## src/design/instrPkg.sv

```systemverilog
package instrPkg;

  ////////////////////
  // Major opcodes
  localparam logic [6:0] opLoad   = 7'b0000011; // lb lh lw lbu lhu
  localparam logic [6:0] opFence  = 7'b0001111; // fence, fence.i
  localparam logic [6:0] opOpImm  = 7'b0010011; // I-type ALU
  localparam logic [6:0] opAuipc  = 7'b0010111;
  localparam logic [6:0] opStore  = 7'b0100011; // sb sh sw
  localparam logic [6:0] opAmo    = 7'b0101111; // lr, sc, AMOs
  localparam logic [6:0] opOp     = 7'b0110011; // R-type ALU and muldiv
  localparam logic [6:0] opLui    = 7'b0110111;
  localparam logic [6:0] opBranch = 7'b1100011;
  localparam logic [6:0] opJalr   = 7'b1100111;
  localparam logic [6:0] opJal    = 7'b1101111;
  localparam logic [6:0] opSystem = 7'b1110011; // CSR and privileged

  ////////////////////
  // Function fields
  localparam logic [6:0] funct7Zero      = 7'b0000000; // Plain R-type, logical shifts
  localparam logic [6:0] funct7Alt       = 7'b0100000; // sub, sra, srai
  localparam logic [6:0] funct7MulDiv    = 7'b0000001; // M extension
  localparam logic [6:0] funct7SfenceVma = 7'b0001001;
  localparam logic [4:0] funct5Lr        = 5'b00010;
  localparam logic [4:0] funct5Sc        = 5'b00011;

  // Same 32 bits, base layout or AMO layout
  typedef union packed {
    struct packed {
      logic [6:0] funct7;
      logic [4:0] rs2;
      logic [4:0] rs1;
      logic [2:0] funct3;
      logic [4:0] rd;
      logic [6:0] opcode;
    } base;
    struct packed {
      logic [4:0] funct5; // lr / sc / AMO op
      logic       aq;     // Acquire
      logic       rl;     // Release
      logic [4:0] rs2;
      logic [4:0] rs1;
      logic [2:0] funct3;
      logic [4:0] rd;
      logic [6:0] opcode;
    } atom;
  } instrWordT;

endpackage

```

## src/design/ctrlPkg.sv

```systemverilog
package ctrlPkg;

  typedef logic [2:0] resultSrcT; // Writeback mux select
  typedef logic [2:0] immSrcT;    // Immediate format for extend unit
  typedef logic [1:0] memRwT;     // {read, write}
  typedef logic [1:0] atomicT;
  typedef logic [1:0] aluCtrlT;   // {subArith, aluOp}
  typedef logic [2:0] funct3T;

  ////////////////////
  // Writeback sources
  localparam resultSrcT resAlu = 3'b000;
  localparam resultSrcT resMem = 3'b001; // Load data
  localparam resultSrcT resCsr = 3'b010;
  localparam resultSrcT resMdu = 3'b011; // Multiply/divide unit
  localparam resultSrcT resSc  = 3'b100; // sc success code

  ////////////////////
  // Immediate formats
  localparam immSrcT immI    = 3'b000;
  localparam immSrcT immS    = 3'b001;
  localparam immSrcT immB    = 3'b010;
  localparam immSrcT immJ    = 3'b011;
  localparam immSrcT immU    = 3'b100;
  localparam immSrcT immNone = 3'b101; // Zero offset for sc and AMO

  // Memory access
  localparam memRwT memNone  = 2'b00;
  localparam memRwT memWrite = 2'b01;
  localparam memRwT memRead  = 2'b10;
  localparam memRwT memAmo   = 2'b11; // Read-modify-write

  // Atomic class
  localparam atomicT atomNone = 2'b00;
  localparam atomicT atomLrSc = 2'b01;
  localparam atomicT atomAmo  = 2'b10;

  ////////////////////
  // Bundle widths
  localparam int decodeTableW = 22; // Main decoder table row
  localparam int ctrlWidthE   = 26; // Execute register
  localparam int ctrlWidthM   = 19; // Memory register
  localparam int ctrlWidthW   = 5;  // Writeback register

endpackage

```

## src/design/mainDecoder.sv

```systemverilog
module mainDecoder (
  input  instrPkg::instrWordT InstrD,            // Instruction in Decode
  output ctrlPkg::immSrcT     ImmSrcD,           // Immediate format
  output logic                IllegalBaseInstrD, // No legal decode
  output logic                JumpD,
  output logic                BranchD,
  output logic                RegWriteD,
  output ctrlPkg::resultSrcT  ResultSrcD,
  output ctrlPkg::memRwT      MemRWD,
  output ctrlPkg::aluCtrlT    ALUControlD,
  output logic                ALUSrcAD,          // PC as operand A
  output logic                ALUSrcBD,          // Immediate as operand B
  output logic                ALUResultSrcD,     // Pass immediate / link value
  output logic                CSRReadD,
  output logic                CSRWriteD,
  output logic                PrivilegedD,       // ecall, mret, sfence.vma ...
  output ctrlPkg::funct3T     Funct3D,
  output logic                MDUD,              // Multiply/divide
  output ctrlPkg::atomicT     AtomicD,
  output logic                InvalidateICacheD,
  output logic                FlushDCacheD,
  output logic                FenceD             // fence.i or sfence.vma
);
  import instrPkg::*;
  import ctrlPkg::*;

  logic [6:0]              op;         // Opcode field
  logic [2:0]              f3;         // funct3 field
  logic [6:0]              f7;         // funct7 field
  logic                    f7Zero;     // funct7 all zero
  logic                    f7Alt;      // sub/sra encoding
  logic                    iShift;     // Legal shift immediate
  logic                    iFunct;     // Legal op-imm
  logic                    rFunct;     // Legal base R-type
  logic                    mFunct;     // Legal muldiv
  logic [decodeTableW-1:0] controls;   // Selected table row
  logic                    aluOp;      // ALU uses funct3
  logic                    fenceX;     // MISC-MEM opcode
  logic                    fenceI;
  logic                    sfenceVma;
  logic                    csrZeroSrc; // rs1 / uimm is zero
  logic                    subArith;   // Subtract or arithmetic shift

  assign op = InstrD.base.opcode;
  assign f3 = InstrD.base.funct3;
  assign f7 = InstrD.base.funct7;

  ////////////////////
  // funct7 legality
  assign f7Zero = (f7 == funct7Zero);
  assign f7Alt  = (f7 == funct7Alt);
  assign iShift = (f3 == 3'b001 & f7Zero) | (f3 == 3'b101 & (f7Zero | f7Alt)); // slli srli srai
  assign iFunct = iShift | (f3 != 3'b001 & f3 != 3'b101); // Non-shifts take any immediate
  assign rFunct = ((f3 == 3'b000 | f3 == 3'b101) & f7Alt) | f7Zero;
  assign mFunct = (f7 == funct7MulDiv);

  ////////////////////
  // Main table
  // RegW ImmSrc SrcA SrcB MemRW ResSrc | Br AluOp Jmp AluRes CsrRd Priv FenceX Mdu | Atomic Ill
  always_comb begin
    controls = {{(decodeTableW-1){1'b0}}, 1'b1}; // Illegal unless a row matches
    case (op)
      opLoad:   controls = {1'b1, immI, 2'b01, memRead, resMem, 8'b0000_0000, atomNone, 1'b0};
      opFence:  controls = {1'b0, immI, 2'b00, memNone, resAlu, 8'b0000_0010, atomNone, 1'b0};
      opOpImm: begin
        if (iFunct) begin
          controls = {1'b1, immI, 2'b01, memNone, resAlu, 8'b0100_0000, atomNone, 1'b0};
        end
      end
      opAuipc:  controls = {1'b1, immU, 2'b11, memNone, resAlu, 8'b0000_0000, atomNone, 1'b0};
      opStore:  controls = {1'b0, immS, 2'b01, memWrite, resAlu, 8'b0000_0000, atomNone, 1'b0};
      opAmo: begin
        if (InstrD.atom.funct5 == funct5Lr) begin
          controls = {1'b1, immI, 2'b00, memRead, resMem, 8'b0000_0000, atomLrSc, 1'b0};
        end else if (InstrD.atom.funct5 == funct5Sc) begin
          controls = {1'b1, immNone, 2'b01, memWrite, resSc, 8'b0000_0000, atomLrSc, 1'b0};
        end else begin
          controls = {1'b1, immNone, 2'b01, memAmo, resMem, 8'b0000_0000, atomAmo, 1'b0};
        end
      end
      opOp: begin
        if (rFunct) begin
          controls = {1'b1, immI, 2'b00, memNone, resAlu, 8'b0100_0000, atomNone, 1'b0};
        end else if (mFunct) begin
          controls = {1'b1, immI, 2'b00, memNone, resMdu, 8'b0000_0001, atomNone, 1'b0};
        end
      end
      opLui:    controls = {1'b1, immU, 2'b01, memNone, resAlu, 8'b0001_0000, atomNone, 1'b0};
      opBranch: controls = {1'b0, immB, 2'b11, memNone, resAlu, 8'b1000_0000, atomNone, 1'b0};
      opJalr:   controls = {1'b1, immI, 2'b01, memNone, resAlu, 8'b0011_0000, atomNone, 1'b0};
      opJal:    controls = {1'b1, immJ, 2'b11, memNone, resAlu, 8'b0011_0000, atomNone, 1'b0};
      opSystem: begin
        if (f3 == 3'b000) begin // Privileged, decoded further downstream
          controls = {1'b0, immI, 2'b00, memNone, resAlu, 8'b0000_0100, atomNone, 1'b0};
        end else begin          // CSR access
          controls = {1'b1, immI, 2'b00, memNone, resCsr, 8'b0000_1000, atomNone, 1'b0};
        end
      end
      default: ; // Stays illegal
    endcase
  end

  assign IllegalBaseInstrD = controls[0];
  assign {RegWriteD, ImmSrcD, ALUSrcAD, ALUSrcBD, MemRWD, ResultSrcD, BranchD, aluOp, JumpD,
          ALUResultSrcD, CSRReadD, PrivilegedD, fenceX, MDUD, AtomicD} =
         controls[decodeTableW-1:1];
  assign Funct3D = IllegalBaseInstrD ? 3'b000 : f3; // Whole bundle quiet when illegal

  // CSR set/clear with zero source reads only
  assign csrZeroSrc = (InstrD.base.rs1 == 5'd0);
  assign CSRWriteD  = CSRReadD & ~(csrZeroSrc & f3[1]);

  ////////////////////
  // Fences
  assign fenceI            = fenceX & (f3 == 3'b001);
  assign sfenceVma         = PrivilegedD & (f7 == funct7SfenceVma);
  assign FenceD            = fenceI | sfenceVma;
  assign InvalidateICacheD = fenceI; // Refetch after self-modifying code
  assign FlushDCacheD      = fenceI; // Push dirty lines before refetch

  // ALU decode, op[5] separates sub from addi
  assign subArith = (f3 == 3'b000 & f7[5] & op[5]) | (f3 == 3'b101 & f7[5]) |
                    (f3 == 3'b010) | (f3 == 3'b011);
  assign ALUControlD = {aluOp & subArith, aluOp};

  // An illegal word never reaches the register file
  illegalNoWrite: assert final (!(IllegalBaseInstrD && RegWriteD));

endmodule

```

## src/design/executeStageCtrl.sv

```systemverilog
module executeStageCtrl (
  input  logic               clk,
  input  logic               reset,
  input  logic               StallD, FlushD,
  input  logic               StallE, FlushE,
  input  logic [1:0]         FlagsE,            // {eq, lt} from comparator
  input  logic               RegWriteD,
  input  ctrlPkg::resultSrcT ResultSrcD,
  input  ctrlPkg::memRwT     MemRWD,
  input  logic               JumpD, BranchD,
  input  ctrlPkg::aluCtrlT   ALUControlD,
  input  logic               ALUSrcAD, ALUSrcBD, ALUResultSrcD,
  input  logic               CSRReadD, CSRWriteD, PrivilegedD,
  input  ctrlPkg::funct3T    Funct3D,
  input  logic               MDUD,
  input  ctrlPkg::atomicT    AtomicD,
  input  logic               InvalidateICacheD, FlushDCacheD, FenceD,
  output logic               InstrValidD,
  output logic               PCSrcE,            // Redirect fetch
  output ctrlPkg::aluCtrlT   ALUControlE,
  output logic               ALUSrcAE, ALUSrcBE, ALUResultSrcE,
  output logic               MemReadE, CSRReadE,
  output ctrlPkg::funct3T    Funct3E,
  output logic               IntDivE, MDUE,
  output logic               JumpE, BranchE,
  output logic               SCE,
  output logic               BranchSignedE,
  output logic               StoreStallD,       // Hold D behind a store
  output logic               RegWriteE,
  output ctrlPkg::resultSrcT ResultSrcE,
  output ctrlPkg::memRwT     MemRWE,
  output logic               CSRWriteE, PrivilegedE,
  output ctrlPkg::atomicT    AtomicE,
  output logic               InvalidateICacheE, FlushDCacheE, FenceE,
  output logic               InstrValidE
);
  import ctrlPkg::*;

  logic [ctrlWidthE-1:0] ctrlE;        // Execute control register
  logic                  eqE, ltE;     // Comparator flags
  logic                  branchFlagE;  // eq or lt per funct3
  logic                  branchTakenE;

  ////////////////////
  // Decode valid bit
  always_ff @(posedge clk) begin
    if (reset || FlushD) begin
      InstrValidD <= 1'b0;
    end else if (!StallD) begin
      InstrValidD <= 1'b1;
    end
  end

  // Execute register, flush beats stall
  always_ff @(posedge clk) begin
    if (reset || FlushE) begin
      ctrlE <= '0;
    end else if (!StallE) begin
      ctrlE <= {RegWriteD, ResultSrcD, MemRWD, JumpD, BranchD, ALUControlD, ALUSrcAD,
                ALUSrcBD, ALUResultSrcD, CSRReadD, CSRWriteD, PrivilegedD, Funct3D, MDUD,
                AtomicD, InvalidateICacheD, FlushDCacheD, FenceD, InstrValidD};
    end
  end

  assign {RegWriteE, ResultSrcE, MemRWE, JumpE, BranchE, ALUControlE, ALUSrcAE, ALUSrcBE,
          ALUResultSrcE, CSRReadE, CSRWriteE, PrivilegedE, Funct3E, MDUE, AtomicE,
          InvalidateICacheE, FlushDCacheE, FenceE, InstrValidE} = ctrlE;

  ////////////////////
  // Branch resolution
  assign {eqE, ltE}    = FlagsE;
  assign branchFlagE   = Funct3E[2] ? ltE : eqE;       // blt/bge family uses lt
  assign branchTakenE  = branchFlagE ^ Funct3E[0];     // Odd funct3 inverts
  assign PCSrcE        = JumpE | (BranchE & branchTakenE);
  assign BranchSignedE = ~(Funct3E[2:1] == 2'b11);     // bltu, bgeu unsigned

  assign MemReadE = MemRWE[1];
  assign SCE      = (ResultSrcE == resSc);
  assign IntDivE  = MDUE & Funct3E[2];                 // div, divu, rem, remu

  // Cache cannot accept an access right behind a write
  assign StoreStallD = MemRWE[0] & (MemRWD[1] | MemRWD[0] | (AtomicD != atomNone));

  // Redirects come only from a live instruction
  pcSrcValid: assert property (@(posedge clk) disable iff (reset) PCSrcE |-> InstrValidE);

endmodule

```

## src/design/memWbStageCtrl.sv

```systemverilog
module memWbStageCtrl (
  input  logic               clk,
  input  logic               reset,
  input  logic               StallM, FlushM,
  input  logic               StallW, FlushW,
  input  logic               RegWriteE,
  input  ctrlPkg::resultSrcT ResultSrcE,
  input  ctrlPkg::memRwT     MemRWE,
  input  logic               CSRReadE, CSRWriteE, PrivilegedE,
  input  ctrlPkg::funct3T    Funct3E,
  input  ctrlPkg::atomicT    AtomicE,
  input  logic               InvalidateICacheE, FlushDCacheE, FenceE,
  input  logic               InstrValidE, IntDivE,
  output ctrlPkg::memRwT     MemRWM,
  output logic               CSRReadM, CSRWriteM, PrivilegedM,
  output ctrlPkg::atomicT    AtomicM,
  output ctrlPkg::funct3T    Funct3M,
  output logic               RegWriteM,
  output logic               InvalidateICacheM, FlushDCacheM,
  output logic               InstrValidM, FenceM,
  output logic               CSRWriteFenceM,  // Flush younger stages
  output logic               RegWriteW, IntDivW,
  output ctrlPkg::resultSrcT ResultSrcW
);
  import ctrlPkg::*;

  logic [ctrlWidthM-1:0] ctrlM;       // Memory control register
  logic [ctrlWidthW-1:0] ctrlW;       // Writeback control register
  resultSrcT             ResultSrcM;
  logic                  IntDivM;

  ////////////////////
  // Memory stage
  always_ff @(posedge clk) begin
    if (reset || FlushM) begin
      ctrlM <= '0;
    end else if (!StallM) begin
      ctrlM <= {RegWriteE, ResultSrcE, MemRWE, CSRReadE, CSRWriteE, PrivilegedE, Funct3E,
                AtomicE, InvalidateICacheE, FlushDCacheE, FenceE, InstrValidE, IntDivE};
    end
  end

  assign {RegWriteM, ResultSrcM, MemRWM, CSRReadM, CSRWriteM, PrivilegedM, Funct3M, AtomicM,
          InvalidateICacheM, FlushDCacheM, FenceM, InstrValidM, IntDivM} = ctrlM;

  assign CSRWriteFenceM = CSRWriteM | FenceM; // CSR side effects or fence reach fetch

  ////////////////////
  // Writeback stage
  always_ff @(posedge clk) begin
    if (reset || FlushW) begin
      ctrlW <= '0;
    end else if (!StallW) begin
      ctrlW <= {RegWriteM, ResultSrcM, IntDivM};
    end
  end

  assign {RegWriteW, ResultSrcW, IntDivW} = ctrlW;

  // Read plus write in one access belongs to AMOs alone
  amoAccess: assert property (@(posedge clk) disable iff (reset)
                              (MemRWM == memAmo) |-> (AtomicM == atomAmo));

endmodule

```

## src/design/controller.sv

```systemverilog
module controller (
  input  logic                clk,
  input  logic                reset,
  // Decode
  input  logic                StallD, FlushD,
  input  instrPkg::instrWordT InstrD,
  output ctrlPkg::immSrcT     ImmSrcD,
  output logic                IllegalBaseInstrD, JumpD, BranchD,
  output logic                InstrValidD,
  output logic                StoreStallD,
  // Execute
  input  logic                StallE, FlushE,
  input  logic [1:0]          FlagsE,         // {eq, lt}
  output logic                PCSrcE,
  output ctrlPkg::aluCtrlT    ALUControlE,
  output logic                ALUSrcAE, ALUSrcBE, ALUResultSrcE,
  output logic                MemReadE, CSRReadE,
  output ctrlPkg::funct3T     Funct3E,
  output logic                IntDivE, MDUE, JumpE, BranchE, SCE, BranchSignedE,
  output logic                InstrValidE,
  // Memory
  input  logic                StallM, FlushM,
  output ctrlPkg::memRwT      MemRWM,
  output logic                CSRReadM, CSRWriteM, PrivilegedM,
  output ctrlPkg::atomicT     AtomicM,
  output ctrlPkg::funct3T     Funct3M,
  output logic                RegWriteM, InvalidateICacheM, FlushDCacheM,
  output logic                InstrValidM, FenceM, CSRWriteFenceM,
  // Writeback
  input  logic                StallW, FlushW,
  output logic                RegWriteW, IntDivW,
  output ctrlPkg::resultSrcT  ResultSrcW
);
  import ctrlPkg::*;

  // Decode bundle
  logic      RegWriteD;
  resultSrcT ResultSrcD;
  memRwT     MemRWD;
  aluCtrlT   ALUControlD;
  logic      ALUSrcAD, ALUSrcBD, ALUResultSrcD;
  logic      CSRReadD, CSRWriteD, PrivilegedD;
  funct3T    Funct3D;
  logic      MDUD;
  atomicT    AtomicD;
  logic      InvalidateICacheD, FlushDCacheD, FenceD;

  // Execute bundle headed for Memory
  logic      RegWriteE;
  resultSrcT ResultSrcE;
  memRwT     MemRWE;
  logic      CSRWriteE, PrivilegedE;
  atomicT    AtomicE;
  logic      InvalidateICacheE, FlushDCacheE, FenceE;

  mainDecoder      decoder  (.*); // Combinational D-stage control
  executeStageCtrl execCtrl (.*); // D valid, E register, branch resolution
  memWbStageCtrl   memWbCtrl (.*); // M and W registers

endmodule

```

## config.mk

```make
export PLATFORM = sky130hd
export DESIGN_NAME = controller
export DESIGN_NICKNAME = d
export VERILOG_FILES = /design/src/design/instrPkg.sv /design/src/design/ctrlPkg.sv /design/src/design/mainDecoder.sv /design/src/design/executeStageCtrl.sv /design/src/design/memWbStageCtrl.sv /design/src/design/controller.sv
export SDC_FILE = /design/constraint.sdc
export NUM_CORES = 1
export LEC_CHECK = 0
export BUFFER_PORTS_ARGS = -buffer_cell sky130_fd_sc_hd__buf_2
export CAP_MARGIN = 0
export CORE_UTILIZATION = 40
export CTS_CLUSTER_SIZE = 10
export DETAILED_ROUTE_END_ITERATION = 16
export GPL_TIMING_DRIVEN = 0
export PLACE_DENSITY = 0.7
export SYNTH_ARGS = -nofsm -noshare
export SYNTH_HDL_FRONTEND = slang
export SYNTH_SLANG_ARGS = --single-unit
```

## constraint.sdc

```tcl
create_clock -name clk -period 1.32 [get_ports clk]
set_input_delay 0.066 -clock clk [delete_from_list [all_inputs] [get_ports clk]]
set_output_delay 0.066 -clock clk [all_outputs]
set_load 0.02 [all_outputs]
```

==> impl_metrics.csv, run 1 <==
group,metric,value,unit
cells_and_area,drive_gt1_frac,0.364,
global_route,grt_use_total,0.212,
clock_tree,cts_buffers,5,
critical_path,rrSetupSlack,100,ps
clock_tree,clk_pin_slew,90,ps
timing,max_slew_margin,0.544,
route,maxUsedRoutingLayer,"met4",
timing,hold_viol_final,0,
route,drt-met1-wl,2840,um
clock_tree,root_buffer,"clkbuf_8",
synth,syn_inst,274,
clock_tree,h-tree-depth,2,
synth,yosysTopAreaCell,"dfxtp_1",
cells_and_area,utilization,0.576,
clock_tree,cts_tree,"built",
critical_path,arrival,1500,ps
critical_path,worstSetupPathType,"in2out",
synth,synth_seq_cells,49,
synth,yosys.cell_types.count,51,
cells_and_area,area_delta_synth_final,36.6,%
floorplan,fp.dieH,78.6,um
timing,setup_violations,6,
place,place_ws,-405,ps
cells_and_area,diodes,0,
route,drt_wl_total,6290,um
global_route,antenna_found_initial,0,
critical_path,ff2ff_path_depth,3,
synth,synth_most_common_cell,"dfxtp_1",
timing,clock.fmax,0.639,GHz
global_route,first_global_vias,2122,
timing,fin_crit_sh,1.19,
power,cellLeakagePower,0.00148,uW
place,dpl.hpwl,4530,um
clock_tree,clkLatencyLatePin,300,ps
floorplan,rows,27,
power,ir_worst_vdd,0.634,mV
place,place.gp.congestion,0.880,
timing,tightest_slew,683,ps
clock_tree,clockBufferDepth,2,
synth,synth_edf_count,0,
floorplan,start_util,0.421,
synth,synth_area,2350,um^2
synth,synthArstFlopShare,0,
route,first_pass_iters,5,
timing,tns,-813,ps
critical_path,critPathCaptureType,"output port",
critical_path,crit_path_end,"IllegalBaseInstrD",
run,maxCapViolCount,0,
synth,yosys-top-cells-area,"dfxtp_1 (42%), mux2i_1 (11%), nor2_1 (7.0%)",
run_status,violations,"negative setup slack",
route,drc,0,
floorplan,dieArea,6180,um^2
floorplan,fp.coreArea,5570,um^2
timing,drv_slew,0,
synth,avgSynthCellArea,8.57,um^2
route,ant_nets,0,
place,port_buffers,74,
timing,clock_skew,6.85,ps
timing,min_period,1570,ps
synth,dominantRegCellSynth,"dfxtp_1",
global_route,globalRouteOverflowTotal,0,
run_status,status,"complete, but fails checks",
synth,seq_area_frac_synth,0.418,
critical_path,r2r-start,"execCtrl.InstrValidD",
clock_tree,clock_sinks,49,
route,detail_route.vias_per_cell,5.28,
synth,yosysWarnings,0,
route,drt_iter0_drc,104,
critical_path,critPathMaxFanout,2,
global_route,grt_max_degree,16,
global_route,grt_pass1_wl,10300,um
route,wl_met3,425,um
critical_path,startpoint,"InstrD[26]",
cells_and_area,nets,411,
floorplan,io_pins,91,
route,met2_length,2930,um
route,vias,2322,
synth,yosys-top-cells-count,"dfxtp_1 (49), nor2_1 (44), mux2i_1 (25)",
route,wl_per_cell,14.3,um
power,pwr_density_cell,900,nW/um^2
critical_path,regToRegEndpoint,"execCtrl.InstrValidD",
min_path,min_path_type,"in2reg",
timing,hold_ws,11.6,ps
synth,syn_nets,318,
timing,rsz0062_at_grt,"true",
timing,worst_slack,-245,ps
synth,yosysTopAreaCellShare,0.418,
critical_path,cp.required,1250,ps
floorplan,die_w,78.6,um
critical_path,setup.worst_path.start_class,"input pin",
==> metal layers <==
layer	GRT usage	vias to the layer above
met2	0.343	89
met1	0.279	1071
met4	0.0833	0
li1	-	1151
met5	0	-
met3	0.0372	11
==> how the worst min path moves through the flow <==
stage / from / to / depth (start not counted)
floorplan: FlushW / memWbCtrl.ctrlW[0] / 1
detailed placement: FlushD / execCtrl.InstrValidD / 2
global route: InstrD[25] / execCtrl.ctrlE[1] / 2
CTS: InstrD[25] / execCtrl.ctrlE[1] / 2
global placement: FlushD / execCtrl.InstrValidD / 2
finish: InstrD[25] / execCtrl.ctrlE[1] / 2
==> cells by family (layout without fill, tap and decap cells) <==
group                     Yosys count  after routing  share of synthesized area
xor gates and xnor gates            2              2                    0.00746
buffers and inverters              34            128                     0.0698
DFF                                49             49                      0.418
AOI/OAI and AO/OA                  50             50                      0.153
muxes                              25             25                      0.107
and+or+nand+nor                   114            114                      0.245
==> sequential cells by signal, indices dropped and copies added, names as in the netlist <==
signal                cells
memWbCtrl.ctrlM          18
memWbCtrl.ctrlW           5
execCtrl.ctrlE           25
execCtrl.InstrValidD      1
==> worst max-delay path, stage by stage <==
cell	delay, ps
buf_8	100
or4_4	550
o311a_4	340
a32oi_4	200
nand2_1	90
buf_6	150
==> metrics by stage <==
step | area (um^2) | cells | power [uW]
finish | 3210 | 440 | 2890
global route | 3210 | 440 | 2990
CTS | 3100 | 436 | 2880
detailed placement | 2850 | 420 | 1820
global placement | 2850 | 420 | 1810
floorplan | 2390 | 274 | 1700
==> report_power, final <==
group	switching (uW)	internal [uW]
Clock	488	569
Combinational	203	144
Sequential	4.45	1480
Total	695	2190
==> timing repair <==
item	CTS	global route
resized for setup	17	23
hold buffers	3	0
setup buffers	7	7
endpoints found under the hold margin	6	0
setup endpoints to repair	8	19
pin swaps	4	9
==> area by class of cell <==
class                           count  area (um^2)
Fill cell                         526         2370
Multi-Input combinational cell    191         1320
Sequential cell                    49          986
Timing Repair Buffer               88          543
Buffer                             24          130
Tap cell                           72         90.1
Clock buffer                        6         72.6
Clock inverter                      2         38.8
Inverter                            8         30.0
==> layout by cell type (no fill, tap or decap), types with 8 or more instances in the layout <==
cell | synthesis | final
mux2i_1 | 25 | 24
a21oi_1 | 15 | 15
clkbuf_1 | 11 | 9
dfxtp_1 | 49 | 47
buf_4 | 8 | 20
buf_2 | 5 | 69
nand2_1 | 17 | 17
nor2_1 | 44 | 41
nor3_1 | 15 | 12
inv_1 | 8 | 8
No activity file was read; power rests on OpenSTA's default activity.
==> run 2: changes to the inputs <==
--- a/config.mk
+++ b/config.mk
@@ -11,7 +11,8 @@
 export CTS_CLUSTER_SIZE = 10
 export DETAILED_ROUTE_END_ITERATION = 16
 export GPL_TIMING_DRIVEN = 0
-export PLACE_DENSITY = 0.7
+export PLACE_DENSITY = 0.66
 export SYNTH_ARGS = -nofsm -noshare
 export SYNTH_HDL_FRONTEND = slang
+export SYNTH_HIERARCHICAL = 1
 export SYNTH_SLANG_ARGS = --single-unit
==> constraint.sdc (replaced) <==
create_clock -name clk -period 1.8 [get_ports clk]
set_input_delay 0.09 -clock clk [delete_from_list [all_inputs] [get_ports clk]]
set_output_delay 0.09 -clock clk [all_outputs]
set_load 0.02 [all_outputs]
==> run 2 against run 1 <==
The flow now finishes without violations. Critical endpoint unchanged. Register-to-register slack gained 530 ps. Clock power shrank 20%. Synthesized cell count grew 2.2%. Routed wire length shrank 2.8%. Power shrank 22%. Die area grew 11%. Largest cell class unchanged. Clock skew shrank 2.9 ps. Critical path type unchanged. Highest routed layer unchanged. Via count shrank 3.3%.
==> impl_metrics.csv, run 2 <==
group,metric,value,unit
timing,min_period,1780,ps
global_route,first_global_vias,1977,
synth,synth_seq_cells,51,
critical_path,critPathMostFrequentCell,"buf_6",
clock_tree,cts_buffers,5,
floorplan,die_w,82.9,um
cells_and_area,drive_gt1_frac,0.350,
floorplan,start_util,0.413,
global_route,grt_use_total,0.176,
critical_path,critPathCaptureType,"output port",
timing,max_slew_margin,0.519,
global_route,antenna_found_initial,0,
min_path,min_path_type,"in2reg",
run,maxCapViolCount,0,
clock_tree,clockBufferDepth,2,
timing,hold_viol_final,0,
global_route,grt_pass1_wl,9700,um
timing,setup_violations,0,
route,detail_route.vias_per_cell,5.01,
synth,seq_area_frac_synth,0.390,
route,vias,2245,
cells_and_area,final_common_cell,"buf_2",
global_route,grt_max_degree,17,
floorplan,fp.coreArea,6350,um^2
cells_and_area,diodes,0,
synth,syn_inst,280,
timing,clock.fmax,0.563,GHz
synth,yosysTopAreaCellShare,0.390,
route,ant_nets,0,
clock_tree,clk_pin_slew,90,ps
run_status,status,"finished, final reports clean",
synth,yosys.cell_types.count,55,
route,drt_wl_total,6110,um
synth,synth_edf_count,0,
cells_and_area,final_cells,448,
timing,clock_skew,3.92,ps
synth,syn_nets,324,
critical_path,path_cells,"buf_2, or3b_1, buf_6, or4b_4, o211ai_4, or2_1, buf_6",
power,cellLeakagePower,0.00161,uW
floorplan,io_pins,91,
critical_path,setup.worst_path.start_class,"input pin",
cells_and_area,area_delta_synth_final,28.3,%
timing,fin_crit_sh,0.987,
clock_tree,cts_tree,"built",
power,pwr_density_cell,668,nW/um^2
synth,yosysTopAreaCell,"dfxtp_1",
critical_path,worstSetupPathType,"in2out",
floorplan,rows,29,
timing,drv_slew,0,
floorplan,fp.dieH,82.9,um
cells_and_area,top_regs,"execCtrl/ctrlE x26, memWbCtrl/ctrlM x19, memWbCtrl/ctrlW x5",
timing,tightest_slew,714,ps
cells_and_area,final_cell_mix,"buf_2 (76), nor2_1 (55), dfxtp_1 (51), mux2i_1 (51), buf_4 (15)",
cells_and_area,nets,414,
synth,avgSynthCellArea,9.36,um^2
synth,yosys-top-cells-area,"dfxtp_1 (39%), mux2i_1 (19%), nor2_1 (7.9%)",
route,drt_iter0_drc,116,
clock_tree,h-tree-depth,2,
route,drc,0,
critical_path,slowest_stage,"or4b_4",
clock_tree,clkLatencyLatePin,310,ps
timing,hold_ws,57.5,ps
critical_path,critPathMaxFanout,4,
floorplan,dieArea,6880,um^2
power,ir_worst_vdd,0.434,mV
synth,yosys-top-cells-count,"nor2_1 (55), dfxtp_1 (51), mux2i_1 (51)",
cells_and_area,largest-register,"execCtrl/ctrlE",
global_route,globalRouteOverflowTotal,0,
synth,synth_area,2620,um^2
synth,yosysWarnings,6,
route,wl_per_cell,13.6,um
synth,synth_most_common_cell,"nor2_1",
place,dpl.hpwl,4610,um
synth,synthArstFlopShare,0,
critical_path,arrival,1690,ps
place,port_buffers,76,
route,first_pass_iters,6,
critical_path,cp.required,1710,ps
clock_tree,root_buffer,"clkbuf_8",
cells_and_area,largest_reg_flops,26,
critical_path,slowest_delay,490,ps
power,p_total,2250,uW
place,dpl.cell_count,433,
synth,dominantRegCellSynth,"dfxtp_1",
place,place.gp.congestion,0.905,
clock_tree,clock_sinks,51,
timing,rsz0062_at_grt,"false",
-- run 2: changes by cell type after synthesis, moves of 4 or more --
cell / previous run / this run
a21oi_1: 15 / 5
buf_6: 0 / 7
clkbuf_1: 11 / 1
mux2i_1: 25 / 51
nand2_1: 17 / 8
nor2_1: 44 / 55
nor3_1: 15 / 9
o21ai_0: 7 / 2
or2_2: 5 / 1
-- run 2: layout make-up --
class	instances	area (um^2)
clock inverter	2	38.8
buffer	26	244
fill	600	2990
inverter	7	26.3
multi-input combinational	196	1400
timing repair buffer	83	449
tap	77	96.3
clock buffer	6	82.6
sequential	51	1020
-- run 2: final timing paths --
| kind | slack, ps | to | start | cells after the start |
|---|---|---|---|---|
| worst min register to register | 500 | memWbCtrl/ctrlM[4] | memWbCtrl/ctrlM[4] | 2 |
| worst min-delay path | 60 | memWbCtrl/ctrlW[1] | reset | 2 |
| worst max-delay path | 20 | IllegalBaseInstrD | InstrD[6] | 7 |
| worst max register to register | 630 | execCtrl/InstrValidD | execCtrl/InstrValidD | 3 |
-- run 2: logic make-up (layout without fill, tap and decap cells) --
| kind of cell | after synthesis | in the layout | synth area share |
|---|---|---|---|
| AND/OR/NAND/NOR | 114 | 114 | 0.224 |
| flip-flops | 51 | 51 | 0.390 |
| XOR/XNOR | 3 | 3 | 0.0100 |
| AO/OA/AOI/OAI | 28 | 28 | 0.0821 |
| multiplexers | 51 | 51 | 0.195 |
| buffers and inverters | 33 | 124 | 0.0998 |
-- run 2: repair_timing --
item / CTS / global route
endpoints found under the hold margin: 4 / 0
gates resized for setup: 5 / 16
hold buffers: 3 / 0
buffers inserted: 0 / 4
pin swaps: 1 / 5
setup endpoints to repair: 2 / 2
-- run 2: per-stage QoR --
step	setup slack, ps	util	TNS (ps)	cell area (um^2)
floorplan	81.3	-	0	2620
global placement	-433	0.488	-980	3100
detailed placement	-431	0.488	-1060	3100
CTS	-38.9	0.516	-38.9	3280
global route	1.49	0.529	0	3360
finish	22.8	0.529	0	3360
-- run 2: report_power, final --
group	total, uW	internal, uW	leakage (uW)	switching [uW]
combinational	270	124	0.00114	146
clock	843	457	0.0000618	386
sequential	1130	1130	0.000411	2.25
-- run 2: layer usage --
metal,wire (um),global-route usage
met1,3000,0.248
met2,2750,0.274
met3,273,0.0298
met4,87,0.0564
met5,0,0
-- run 2: critical path, delay by kind of cell --
kind | cells | cell delay [ps]
buffers and inverters | 3 | 360
AND/OR/NAND/NOR | 3 | 1020
AO/OA/AOI/OAI | 1 | 220
